$ cat config.mk
export PLATFORM = sky130hd
export DESIGN_NAME = ex_stage
export DESIGN_NICKNAME = d
export VERILOG_FILES = /design/src/common/rv_types_pkg.sv /design/src/common/ex_ops_pkg.sv /design/src/rtl/alu.sv /design/src/mul/mul_seq.sv /design/src/rtl/ex_ctrl.sv /design/src/rtl/ex_mem_reg.sv /design/src/rtl/ex_stage.sv
export SDC_FILE = /design/constraint.sdc
export NUM_CORES = 2
export LEC_CHECK = 0
export BUFFER_PORTS_ARGS = -buffer_cell sky130_fd_sc_hd__buf_2
export CAP_MARGIN = 40
export CORE_ASPECT_RATIO = 2
export CORE_MARGIN = 5
export CORE_UTILIZATION = 30
export CTS_BUF_LIST = sky130_fd_sc_hd__clkbuf_8
export CTS_CLUSTER_DIAMETER = 50
export DETAILED_ROUTE_END_ITERATION = 16
export PLACE_DENSITY = 0.6
export SYNTH_ARGS = -nofsm -noshare
export SYNTH_HDL_FRONTEND = slang
export SYNTH_HIERARCHICAL = 1
export SYNTH_SLANG_ARGS = --single-unit
$ cat constraint.sdc
create_clock -name clk -period 8.85 [get_ports clk]
set_input_delay 1.3275 -clock clk [delete_from_list [all_inputs] [get_ports clk]]
set_output_delay 1.3275 -clock clk [all_outputs]
set_load 0.03 [all_outputs]
$ cat src/common/rv_types_pkg.sv
package rv_types_pkg;

	localparam int xlen = 64;
	localparam int ilen = 32;

	// data and address words
	typedef logic [xlen-1:0] xlen_t;
	typedef logic [xlen-1:0] addr_t;

	// instruction and its fields
	typedef logic [ilen-1:0] inst_t;
	typedef logic [4:0]      reg_idx_t;
	typedef logic [6:0]      opcode_t;

	// low half of a data word, for the W operations
	typedef logic [31:0] word_t;

	// branch offset bits 12:1, bit 0 is always zero
	typedef logic [11:0] bimm_t;

	// 64-bit shift amount, W forms use the low 5 bits
	typedef logic [5:0] shamt_t;

	localparam opcode_t opcode_branch = 7'b1100011;

	// W results are kept sign-extended in the 64-bit registers
	function automatic xlen_t sext_w(input word_t w);
		return {{(xlen - 32){w[31]}}, w};
	endfunction

	// byte offset from the stored half-offset
	function automatic addr_t sext_bimm(input bimm_t b);
		return {{(xlen - 13){b[11]}}, b, 1'b0};
	endfunction

endpackage

$ cat src/common/ex_ops_pkg.sv
package ex_ops_pkg;

	// execute operation codes, 0 to 18 single cycle, 19 to 22 multiplier
	typedef enum logic [4:0] {
		op_add   = 5'd0,
		op_addw  = 5'd1,
		op_sll   = 5'd2,
		op_sllw  = 5'd3,
		op_sra   = 5'd4,
		op_sraw  = 5'd5,
		op_srl   = 5'd6,
		op_srlw  = 5'd7,
		op_and   = 5'd8,
		op_or    = 5'd9,
		op_xor   = 5'd10,
		op_slt   = 5'd11,  // signed less than
		op_sltu  = 5'd12,
		op_eq    = 5'd13,
		op_ne    = 5'd14,
		op_ge    = 5'd15,  // signed greater or equal
		op_geu   = 5'd16,
		op_sub   = 5'd17,
		op_subw  = 5'd18,
		op_mul   = 5'd19,  // low 64 bits
		op_mulh  = 5'd20,  // signed high 64 bits
		op_mulhu = 5'd21,  // unsigned high 64 bits
		op_mulw  = 5'd22   // signed 32-bit product, sign-extended
	} alu_op_t;

	// sequential multiplier
	typedef enum logic [1:0] {
		mul_idle = 2'd0,
		mul_run  = 2'd1,
		mul_done = 2'd2
	} mul_state_t;

	// one multiplier bit per cycle
	localparam int mul_steps = 64;

	function automatic logic is_mul_op(input alu_op_t op);
		return (op == op_mul) || (op == op_mulh) || (op == op_mulhu) || (op == op_mulw);
	endfunction

endpackage

$ cat src/rtl/alu.sv
`timescale 1ns/10ps

module alu
	import rv_types_pkg::*, ex_ops_pkg::*;
(
	input  alu_op_t alu_op,
	input  xlen_t   src_a,
	input  xlen_t   src_b,
	output xlen_t   alu_result
);

	shamt_t shamt;
	word_t  add_w;
	word_t  sub_w;
	word_t  sll_w;
	word_t  srl_w;
	word_t  sra_w;

	assign shamt = src_b[5:0];

	// 32-bit forms, extended below
	assign add_w = src_a[31:0] + src_b[31:0];
	assign sub_w = src_a[31:0] - src_b[31:0];
	assign sll_w = src_a[31:0] << shamt[4:0];
	assign srl_w = src_a[31:0] >> shamt[4:0];
	assign sra_w = $signed(src_a[31:0]) >>> shamt[4:0];

	always_comb begin
		alu_result = '0;  // unknown and multiplier codes
		case (alu_op)
			op_add: alu_result = src_a + src_b;
			op_addw: alu_result = sext_w(add_w);
			op_sll: alu_result = src_a << shamt;
			op_sllw: alu_result = sext_w(sll_w);
			op_sra: alu_result = $signed(src_a) >>> shamt;
			op_sraw: alu_result = sext_w(sra_w);
			op_srl: alu_result = src_a >> shamt;
			op_srlw: alu_result = sext_w(srl_w);
			op_and: alu_result = src_a & src_b;
			op_or: alu_result = src_a | src_b;
			op_xor: alu_result = src_a ^ src_b;
			op_slt: begin
				alu_result = {63'd0, $signed(src_a) < $signed(src_b)};
			end
			op_sltu: begin
				alu_result = {63'd0, src_a < src_b};
			end
			op_eq: begin
				alu_result = {63'd0, src_a == src_b};
			end
			op_ne: begin
				alu_result = {63'd0, src_a != src_b};
			end
			op_ge: begin
				alu_result = {63'd0, $signed(src_a) >= $signed(src_b)};
			end
			op_geu: begin
				alu_result = {63'd0, src_a >= src_b};
			end
			op_sub: alu_result = src_a - src_b;
			op_subw: alu_result = sext_w(sub_w);
			default: alu_result = '0;
		endcase
	end

endmodule

$ cat src/mul/mul_seq.sv
`timescale 1ns/10ps

module mul_seq
	import rv_types_pkg::*, ex_ops_pkg::*;
(
	input  logic  clk,
	input  logic  reset,
	input  logic  mul_start,
	input  logic  mul_signed,
	input  logic  mul_word,
	input  logic  mul_ack,
	input  xlen_t src_a,
	input  xlen_t src_b,
	output logic  mul_busy,
	output logic  mul_done,
	output xlen_t prod_hi,
	output xlen_t prod_lo
);

	mul_state_t state;
	logic [5:0] step_cnt;
	logic       last_step;

	xlen_t mcand;     // multiplicand magnitude
	xlen_t acc_hi;
	xlen_t acc_lo;    // multiplier shifts out, product shifts in
	logic  prod_neg;

	xlen_t a_ext;
	xlen_t b_ext;
	logic  a_neg;
	logic  b_neg;
	xlen_t a_mag;
	xlen_t b_mag;

	logic [64:0]  step_sum;
	logic [127:0] step_prod;
	logic [127:0] final_prod;

	// operand conditioning at start
	assign a_ext = mul_word ? sext_w(src_a[31:0]) : src_a;
	assign b_ext = mul_word ? sext_w(src_b[31:0]) : src_b;
	assign a_neg = mul_signed & a_ext[63];
	assign b_neg = mul_signed & b_ext[63];
	assign a_mag = a_neg ? -a_ext : a_ext;
	assign b_mag = b_neg ? -b_ext : b_ext;

	// one shift-add step
	assign step_sum   = {1'b0, acc_hi} + (acc_lo[0] ? {1'b0, mcand} : 65'd0);
	assign step_prod  = {step_sum, acc_lo[63:1]};
	assign final_prod = prod_neg ? -step_prod : step_prod;

	assign last_step = (step_cnt == 6'(mul_steps - 1));

	always_ff @(posedge clk) begin
		if (reset) begin
			state    <= mul_idle;
			step_cnt <= '0;
		end else begin
			case (state)
				mul_idle: begin
					if (mul_start) begin
						state    <= mul_run;
						step_cnt <= '0;
					end
				end
				mul_run: begin
					step_cnt <= step_cnt + 6'd1;
					if (last_step) begin
						state <= ex_ops_pkg::mul_done;
					end
				end
				ex_ops_pkg::mul_done: begin
					if (mul_ack) begin  // result taken by the pipeline
						state <= mul_idle;
					end
				end
				default: state <= mul_idle;
			endcase
		end
	end

	always_ff @(posedge clk) begin
		if (state == mul_idle && mul_start) begin
			mcand    <= a_mag;
			acc_hi   <= '0;
			acc_lo   <= b_mag;
			prod_neg <= a_neg ^ b_neg;
		end else if (state == mul_run) begin
			if (last_step) begin
				{acc_hi, acc_lo} <= final_prod;  // sign applied once
			end else begin
				{acc_hi, acc_lo} <= step_prod;
			end
		end
	end

	assign mul_busy = (state == mul_run);
	assign mul_done = (state == ex_ops_pkg::mul_done);
	assign prod_hi  = acc_hi;
	assign prod_lo  = acc_lo;

endmodule

$ cat src/rtl/ex_ctrl.sv
`timescale 1ns/10ps

module ex_ctrl
	import rv_types_pkg::*, ex_ops_pkg::*;
(
	input  alu_op_t alu_op,
	input  logic    id_valid,
	input  logic    mem_ready,
	input  inst_t   inst,
	input  logic    branch,
	input  addr_t   pc,
	input  bimm_t   bimm,
	input  xlen_t   alu_result,
	input  xlen_t   prod_hi,
	input  xlen_t   prod_lo,
	input  logic    mul_busy,
	input  logic    mul_done,
	output logic    id_ready,
	output logic    accept,
	output logic    mul_start,
	output logic    mul_signed,
	output logic    mul_word,
	output logic    mul_ack,
	output xlen_t   ex_result,
	output logic    branch_taken,
	output addr_t   branch_target,
	output logic    branch_flush
);

	logic is_mul;
	logic mul_pending;

	assign is_mul      = is_mul_op(alu_op);
	assign mul_pending = id_valid & is_mul;

	// stall until the product is ready
	assign id_ready = mem_ready & (~mul_pending | mul_done);
	assign accept   = id_valid & id_ready;

	assign mul_start  = mul_pending & ~mul_busy & ~mul_done;  // only from idle
	assign mul_signed = (alu_op == op_mulh) || (alu_op == op_mulw);
	assign mul_word   = (alu_op == op_mulw);
	assign mul_ack    = accept & is_mul;

	always_comb begin
		case (alu_op)
			op_mul: ex_result = prod_lo;
			op_mulh: ex_result = prod_hi;
			op_mulhu: ex_result = prod_hi;
			op_mulw: ex_result = sext_w(prod_lo[31:0]);
			default: ex_result = alu_result;
		endcase
	end

	assign branch_target = pc + sext_bimm(bimm);
	assign branch_taken  = branch & (ex_result != '0);

	// front end refetches once a branch leaves
	assign branch_flush = accept & (inst[6:0] == opcode_branch);

endmodule

$ cat src/rtl/ex_mem_reg.sv
`timescale 1ns/10ps

module ex_mem_reg
	import rv_types_pkg::*;
(
	input  logic     clk,
	input  logic     reset,
	input  logic     accept,
	input  logic     mem_ready,
	input  addr_t    pc,
	input  inst_t    inst,
	input  logic     mem_w_en,
	input  logic     wb_sel,
	input  logic     reg_w_en,
	input  xlen_t    store_data,
	input  reg_idx_t rd,
	input  xlen_t    ex_result,
	output logic     mem_valid,
	output addr_t    mem_pc,
	output inst_t    mem_inst,
	output logic     mem_mem_w_en,
	output logic     mem_wb_sel,
	output logic     mem_reg_w_en,
	output xlen_t    mem_store_data,
	output reg_idx_t mem_rd,
	output xlen_t    mem_result
);

	logic advance;

	assign advance = mem_ready | ~mem_valid;

	always_ff @(posedge clk) begin
		if (reset || (advance && !accept)) begin
			mem_valid      <= 1'b0;  // reset or bubble
			mem_pc         <= pc;
			mem_inst       <= '0;
			mem_mem_w_en   <= 1'b0;
			mem_wb_sel     <= 1'b0;
			mem_reg_w_en   <= 1'b0;
			mem_store_data <= '0;
			mem_rd         <= '0;
			mem_result     <= '0;
		end else if (advance) begin
			mem_valid      <= 1'b1;
			mem_pc         <= pc;
			mem_inst       <= inst;
			mem_mem_w_en   <= mem_w_en;
			mem_wb_sel     <= wb_sel;
			mem_reg_w_en   <= reg_w_en;
			mem_store_data <= store_data;
			mem_rd         <= rd;
			mem_result     <= ex_result;
		end
	end

endmodule

$ cat src/rtl/ex_stage.sv
`timescale 1ns/10ps

module ex_stage
	import rv_types_pkg::*, ex_ops_pkg::*;
(
	input  logic     clk,
	input  logic     reset,
	input  addr_t    pc,
	input  inst_t    inst,
	input  logic     branch,
	input  logic     mem_w_en,
	input  logic     wb_sel,
	input  alu_op_t  alu_op,
	input  xlen_t    store_data,
	input  logic     reg_w_en,
	input  reg_idx_t rd,
	input  xlen_t    src_a,
	input  xlen_t    src_b,
	input  bimm_t    bimm,
	input  logic     id_valid,
	input  logic     mem_ready,
	output logic     id_ready,
	output logic     mem_valid,
	output logic     branch_flush,
	output logic     branch_taken,
	output addr_t    branch_target,
	output xlen_t    ex_result,
	output addr_t    mem_pc,
	output inst_t    mem_inst,
	output logic     mem_mem_w_en,
	output logic     mem_wb_sel,
	output logic     mem_reg_w_en,
	output xlen_t    mem_store_data,
	output reg_idx_t mem_rd,
	output xlen_t    mem_result
);

	xlen_t alu_result;
	xlen_t prod_hi;
	xlen_t prod_lo;
	logic  mul_start;
	logic  mul_signed;
	logic  mul_word;
	logic  mul_ack;
	logic  mul_busy;
	logic  mul_done;
	logic  accept;

	alu u_alu (
		.alu_op     (alu_op),
		.src_a      (src_a),
		.src_b      (src_b),
		.alu_result (alu_result)
	);

	mul_seq u_mul (
		.clk        (clk),
		.reset      (reset),
		.mul_start  (mul_start),
		.mul_signed (mul_signed),
		.mul_word   (mul_word),
		.mul_ack    (mul_ack),
		.src_a      (src_a),
		.src_b      (src_b),
		.mul_busy   (mul_busy),
		.mul_done   (mul_done),
		.prod_hi    (prod_hi),
		.prod_lo    (prod_lo)
	);

	ex_ctrl u_ctrl (
		.alu_op        (alu_op),
		.id_valid      (id_valid),
		.mem_ready     (mem_ready),
		.inst          (inst),
		.branch        (branch),
		.pc            (pc),
		.bimm          (bimm),
		.alu_result    (alu_result),
		.prod_hi       (prod_hi),
		.prod_lo       (prod_lo),
		.mul_busy      (mul_busy),
		.mul_done      (mul_done),
		.id_ready      (id_ready),
		.accept        (accept),
		.mul_start     (mul_start),
		.mul_signed    (mul_signed),
		.mul_word      (mul_word),
		.mul_ack       (mul_ack),
		.ex_result     (ex_result),
		.branch_taken  (branch_taken),
		.branch_target (branch_target),
		.branch_flush  (branch_flush)
	);

	ex_mem_reg u_ex_mem (
		.clk            (clk),
		.reset          (reset),
		.accept         (accept),
		.mem_ready      (mem_ready),
		.pc             (pc),
		.inst           (inst),
		.mem_w_en       (mem_w_en),
		.wb_sel         (wb_sel),
		.reg_w_en       (reg_w_en),
		.store_data     (store_data),
		.rd             (rd),
		.ex_result      (ex_result),
		.mem_valid      (mem_valid),
		.mem_pc         (mem_pc),
		.mem_inst       (mem_inst),
		.mem_mem_w_en   (mem_mem_w_en),
		.mem_wb_sel     (mem_wb_sel),
		.mem_reg_w_en   (mem_reg_w_en),
		.mem_store_data (mem_store_data),
		.mem_rd         (mem_rd),
		.mem_result     (mem_result)
	);

endmodule

* Yosys cells after proc, flatten, opt, wreduce, memory -nomap -nowiden *
Index checks and enable logic that the tools add are counted.

storage, ports and cells
  flip-flop bits (word level) = 434
  input port bits = 318
  output and inout port bits = 364
  logic and storage cells = 123

operators by class
  $add $sub $neg = 10
  magnitude comparators = 4
  equal/unequal tests = 31
  shift operators = 6
  mux-type cells = 20
  bitwise operators = 20
  reductions and logical operators = 17

operator list
  kind                                           count
  case mux 64 bit (19 select lines)              1
  two-way mux 64 bit                             11
  case mux 64 bit (3 select lines)               1
  adder 64 bit                                   2
  >= comparator 64 bit                           2
  less-than comparator 64 bit                    2
  two-way mux 128 bit                            1
  negator 128 bit                                1
  negator 64 bit                                 2
  adder 64 x 65 -> 65 bit                        1
  bitwise AND 64 bit                             1
  == test 64 bit                                 1
  inequality test 64 bit                         1
  bitwise OR 64 bit                              1
  nonzero test 64 bit                            1
  left shift 64 x 6 -> 64 bit                    1
  >> shifter 64 x 6 -> 64 bit                    1
  >>> shifter 64 x 6 -> 64 bit                   1
  subtractor 64 bit                              1
  XOR 64 bit                                     1
  == test 5 x 4 -> 1 bit, second input constant  8
  == test 5 bit, second input constant           7
  adder 32 bit                                   1
  left shift 32 x 5 -> 32 bit                    1
  other kinds (30)                               57

* Logic depth before layout (Yosys ltp) *
  word-level depth = 13
  depth in mapped cells = 26
  mapped depth without buffers = 20

* Cells and area by module *
Netlist, hierarchy kept.

by module, submodules not included
  module      times used  cells each  area an instance (um^2)  sequential area each (um^2)
  alu         1           3245        20626.0                  0.0
  mul_seq     1           2463        19222.2                  5315.1
  ex_mem_reg  1           818         8049.0                   5305.1
  ex_ctrl     1           822         5182.5                   0.0

* Least setup slack after synthesis *
OpenSTA, ideal clock, no wires.

  kind = input -> output
  start = input port src_b[3]
  end = output port branch_taken
  arrival = 7.472 ns
  required time = 7.523 ns
  setup slack = 0.050 ns
  cell stages on the path = 24
  path buffers = 6
  path through = clkbuf_1 inv_1 clkbuf_1 buf_1 clkbuf_1 buf_1 buf_2 ha_1 nand3_1 nand2_1 o2111a_1 or3_4 a31oi_1 o21ai_1 a31o_2 a211oi_1 a21oi_1 or4_1 a22oi_1 nand2_1 nor4_1 nand4_1 or4_1 o41a_1

between the ends
  cells in the longest elaborated chain, start to end = 5
  elaborated cells on any way between the ends = 23
  classes of those cells = add/sub: 4; order compare: 4; eq/ne: 2; shift: 6; mux: 2; bitwise: 4; reduce/logical: 1

ends and longest elaborated chain
  element                                    RTL line        RTL
  start: declaration                         ex_stage.sv:18  input xlen_t src_b,
  subtractor 64 bit (tied with other cells)  alu.sv:60       op_sub: alu_result = src_a - src_b;
  case mux 64 bit (19 select lines) *        alu.sv:30       case (alu_op)
  named net alu_result[21]                   ex_stage.sv:38  xlen_t alu_result;
  case mux 64 bit (3 select lines) *         ex_ctrl.sv:46   case (alu_op)
  named net ex_result[21]                    ex_stage.sv:27  output xlen_t ex_result,
  nonzero test 64 bit *                      ex_ctrl.sv:56   assign branch_taken = branch & (ex_result != '0);
  bitwise AND 1 bit *                        ex_ctrl.sv:56
  end: declaration                           ex_stage.sv:25  output logic branch_taken,

Mark *: on every way through the listed nets, which the timed path passes. The rest lies on a longest branch.

* Worst setup path in the final report *
  start = input port src_a[3]
  end = output port branch_taken

between the ends
  cells in the longest elaborated chain, start to end = 5
  elaborated cells on any way between the ends = 23
  classes of those cells = add/sub: 4; order compare: 4; eq/ne: 2; shift: 6; mux: 2; bitwise: 4; reduce/logical: 1

ends and longest elaborated chain
  element                                    RTL line        RTL
  start: declaration                         ex_stage.sv:17  input xlen_t src_a,
  subtractor 64 bit (tied with other cells)  alu.sv:60
  case mux 64 bit (19 select lines) *        alu.sv:30
  named net alu_result[21]                   ex_stage.sv:38
  case mux 64 bit (3 select lines) *         ex_ctrl.sv:46
  nonzero test 64 bit *                      ex_ctrl.sv:56
  bitwise AND 1 bit *                        ex_ctrl.sv:56

Marked as above.

==> reports/metrics.csv <==
stage,metric,value,unit
cts,CTS HTree Levels,3,
timing,Tmin final,8842,ps
setup_path,reg2reg path depth,16,
floorplanning,core area,176200,um2
place,DP HPWL,352900,um
setup_path,crit start category,primary input,
synth,Synth Flop Type,dfxtp_1,
drt,Antenna Nets Post-Route,0,
synth,top cell type's share of synthesized area,0.1092,
synth,top post-synthesis cells by area,"edfxtp_1, dfxtp_1, a21oi_1",
flow_run,max_cap viols,0,
floorplanning,initial core utilization,0.3012,
drt,Initial DRT Pass Iterations,9,
setup_path,Slowest cell on crit path,or4_1,
synth,"FFs w/ async S/R, synth",0,
floorplanning,DIE WIDTH,307.4,um
timing,Slew HR,0.2775,
pwr,PD cells,166.1,nW/um2
floorplanning,die height,604.9,um
global_route,largest net degree at the start of global routing,153,
cts,"Reg clk slew, reported paths",70,ps
drt,via count,69490,
finish,P&R area growth vs syn,22.23,%
setup_path,family with the most delay on the worst path,simple AND/OR/NAND/NOR gates,
timing,Hold Slack,450.4,ps
setup_path,"Req. time, crit path",7520,ps
synth,Synth area leader,edfxtp_1,
place,Placed Area,63100,um2
min_path,min-delay src,u_ex_mem/mem_result[49],
setup_path,worst-path cell chain,buf_2 -> inv_1 -> ha_1 -> nand2_1 -> nor3b_1 -> o2111a_1 -> or3_4 -> a31oi_1 -> o21ai_1 -> a31o_2 -> buf_4 -> a2bb2oi_1 -> a21oi_1 -> or4_1 -> a22oi_1 -> nand2_1 -> nor4_1 -> buf_4 -> nand4_1 -> or4_1 -> o41a_1 -> buf_2,
timing,final setup violation count,0,
cts,clock root cell,clkbuf_8,
drt,Vias per Instance,6.470,
floorplanning,Ports,682,
finish,FILL cells,19070,
finish,Final nets,8966,
setup_path,R2R Path End,u_mul/prod_hi[63],
finish,layout cells sized above 1,0.2126,
synth,Netlist cell types,136,
min_path,end of the worst hold path,u_ex_mem/mem_result[49],
synth,Mapped Nets,7993,
min_path,WHS Path Cells,2,
timing,worst-margin pin slew,1084,ps
timing,max-slew violations,0,
pwr,Clock power frac,0.186,
pwr,Reg power frac,0.245,
timing,Worst Skew,41.29,ps
setup_path,Worst EP arrival,7510,ps
setup_path,CP max stage delay,670,ps
pwr,Int Pwr,5.171,mW
cts,hold_buf cts,0,
pwr,switching pwr,5.602,mW
synth,Synth Instances,7348,
pwr,combinational share of power,0.569,
synth,Post-synth EDFFs,193,
finish,Final Cell Area,64880,um2
timing,crit share post-route,0.9991,
place,number of I/O port buffers,681,
setup_path,R2R Path Start,u_mul/prod_lo[0],
synth,yosys warns,6,
pwr,Leak,26.87,nW
cts,CTS tree,yes,
global_route,Overall Global Routing Usage,0.4411,
cts,CTS sink count,434,
synth,synthesized area,53080,um2
floorplanning,row count,218,
global_route,grt ovf,0,
setup_path,worst-path maximum fanout,12,
synth,register bit count reported by yosys,434,
cts,total CTS buffers,70,
cts,clk buf depth,3,
floorplanning,DIE AREA,186000,um2
global_route,first-pass GRT wire length,571300,um
synth,sequential fraction of the synthesis area,0.2001,
synth,"Avg Cell Area, Syn",7.224,um2
global_route,initial antenna violation count,72,
setup_path,Buf/Inv on CP,5,
pwr,VDD IR max,0.1132,mV
run_status,status,"finished, final reports clean",
setup_path,crit path from,src_a[3],
min_path,Worst Hold Class,register to register,
global_route,vias in the first global route,67790,
setup_path,Reg2Reg Setup Slack,1560,ps
cts,Clock Latency Late Sink,770,ps
timing,RSZ-0062 raised after global routing,no,
drt,DRC viols,0,
setup_path,Stages on worst setup path,22,
drt,initial detailed-routing violation count,8102,
timing,Final Hold Fails,0,
drt,final wirelength,432600,um
place,RD Place Congestion,1.162,
setup_path,crit end category,output port,
timing,fmax,0.1131,GHz
setup_path,CP Class,primary input to output port,
pwr,Switching Share,0.5200,
drt,routed length per instance,40.28,um
-- how the worst max path moves through the flow --
| stage | slack [ps] | end |
|---|---|---|
| 2_1_floorplan | 50 | branch_taken |
| 3_3_place_gp | -120 | branch_taken |
| 3_5_place_dp | -80 | branch_taken |
| 4_1_cts | 40 | branch_taken |
| 5_1_grt | 10 | branch_taken |
| 6_report | 8 | branch_taken |
-- Yosys cell counts, drive strengths merged, types with 152 or more instances --
master	count
a21oi	874
nand2	809
nor2	756
o21ai	542
clkbuf	340
ha	323
nand3	313
inv	253
dfxtp	241
edfxtp	193
xnor2	190
buf	179
nor3	174
mux2i	156
xor2	152
-- power by group through the flow --
stage / Clock, mW / Sequential, mW / Combinational (mW)
after floorplan: 0 / 2.52 / 3.14
after global placement: 0 / 2.65 / 5.74
after detailed placement: 0 / 2.66 / 5.79
after CTS: 2.03 / 2.61 / 5.82
after global routing: 2.10 / 2.63 / 6.29
final: 2.01 / 2.64 / 6.13
-- flip-flops by register name, indices dropped and copies added, names as in the netlist, 6 cells and up --
| signal | count |
|---|---|
| u_ex_mem/mem_inst | 32 |
| u_ex_mem/mem_pc | 64 |
| u_ex_mem/mem_result | 64 |
| u_ex_mem/mem_store_data | 64 |
| u_mul/mcand | 64 |
| u_mul/prod_hi | 64 |
| u_mul/prod_lo | 64 |
| u_mul/step_cnt | 6 |
-- cell families (layout without fill, tap and decap cells) --
kind of cell | Yosys count | after routing | share of synthesized area
DFF | 434 | 434 | 0.2001
other | 0 | 53 | 0
buffers and inverters | 781 | 1810 | 0.06291
and+or+nand+nor | 2691 | 2691 | 0.2406
muxes | 248 | 248 | 0.06039
adders and majority gates | 327 | 327 | 0.07765
AOI/OAI and AO/OA | 2525 | 2525 | 0.3020
xor gates and xnor gates | 342 | 342 | 0.05643
-- final cells by class --
type | count | area, um2 | area share
repair buffers | 1420 | 9404 | 0.1449
well taps | 2310 | 2890 | 0.04455
clock inverters | 53 | 493.0 | 0.007598
inverters | 262 | 997.2 | 0.01537
diodes | 53 | 132.6 | 0.002044
clock buffers | 75 | 1032 | 0.01591
multi-input cells | 6133 | 39310 | 0.6059
flip-flops and latches | 434 | 10620 | 0.1637
-- tightest hold or removal path: cells and delay by family (launching register included) --
| kind | cells | cell delay [ps] |
|---|---|---|
| flip-flops | 1 | 310 |
| AO/OA/AOI/OAI | 1 | 50 |
| AND/OR/NAND/NOR | 1 | 50 |
-- metal layers --
metal | GRT usage | share of wire
met1 | 0.3917 | 0.29
met2 | 0.7379 | 0.47
met3 | 0.1032 | 0.077
met4 | 0.5567 | 0.16
met5 | 0 | 0.00034
-- layout by cell type, fill, tap and decap left out, drive strengths merged, types with 31 or more instances in the layout --
cell        n
diode      53
xor2      152
nand3     313
o211ai     67
or3        72
and3       34
inv       282
a211oi    116
mux4       54
and2      102
a21oi     874
nor2      756
o31ai      76
nor2b      42
o22ai      87
nand2     809
edfxtp    193
nor4       95
a221o      31
buf      1417
o221ai     44
a21o      110
a31oi      67
xnor2     190
o21a       45
mux2       38
mux2i     156
nand2b     48
a22oi      84
nand4      99
o21bai     53
a221oi     60
or4        37
ha        323
nor3      174
o2111ai    32
dfxtp     241
clkbuf     76
o21ai     542
-- what timing repair did --
item                                    CTS  global route
endpoints found under the setup margin    1             1
gates resized for setup                   1             2
buffers inserted                          0             0
-- stage by stage --
step                      worst slack (ps)  utilization  TNS (ps)  std cells  power (mW)
after floorplan                      50.39            -         0       7348       5.665
after global placement              -119.9       0.3565    -119.9      10510       8.395
after detailed placement            -81.70       0.3581    -81.70      10550       8.446
after CTS                            38.25       0.3668         0      10670       10.46
after global routing                 14.46       0.3677         0      10700       11.02
final                                8.380       0.3682         0      10740       10.77
(Power assumes the default switching activity.)
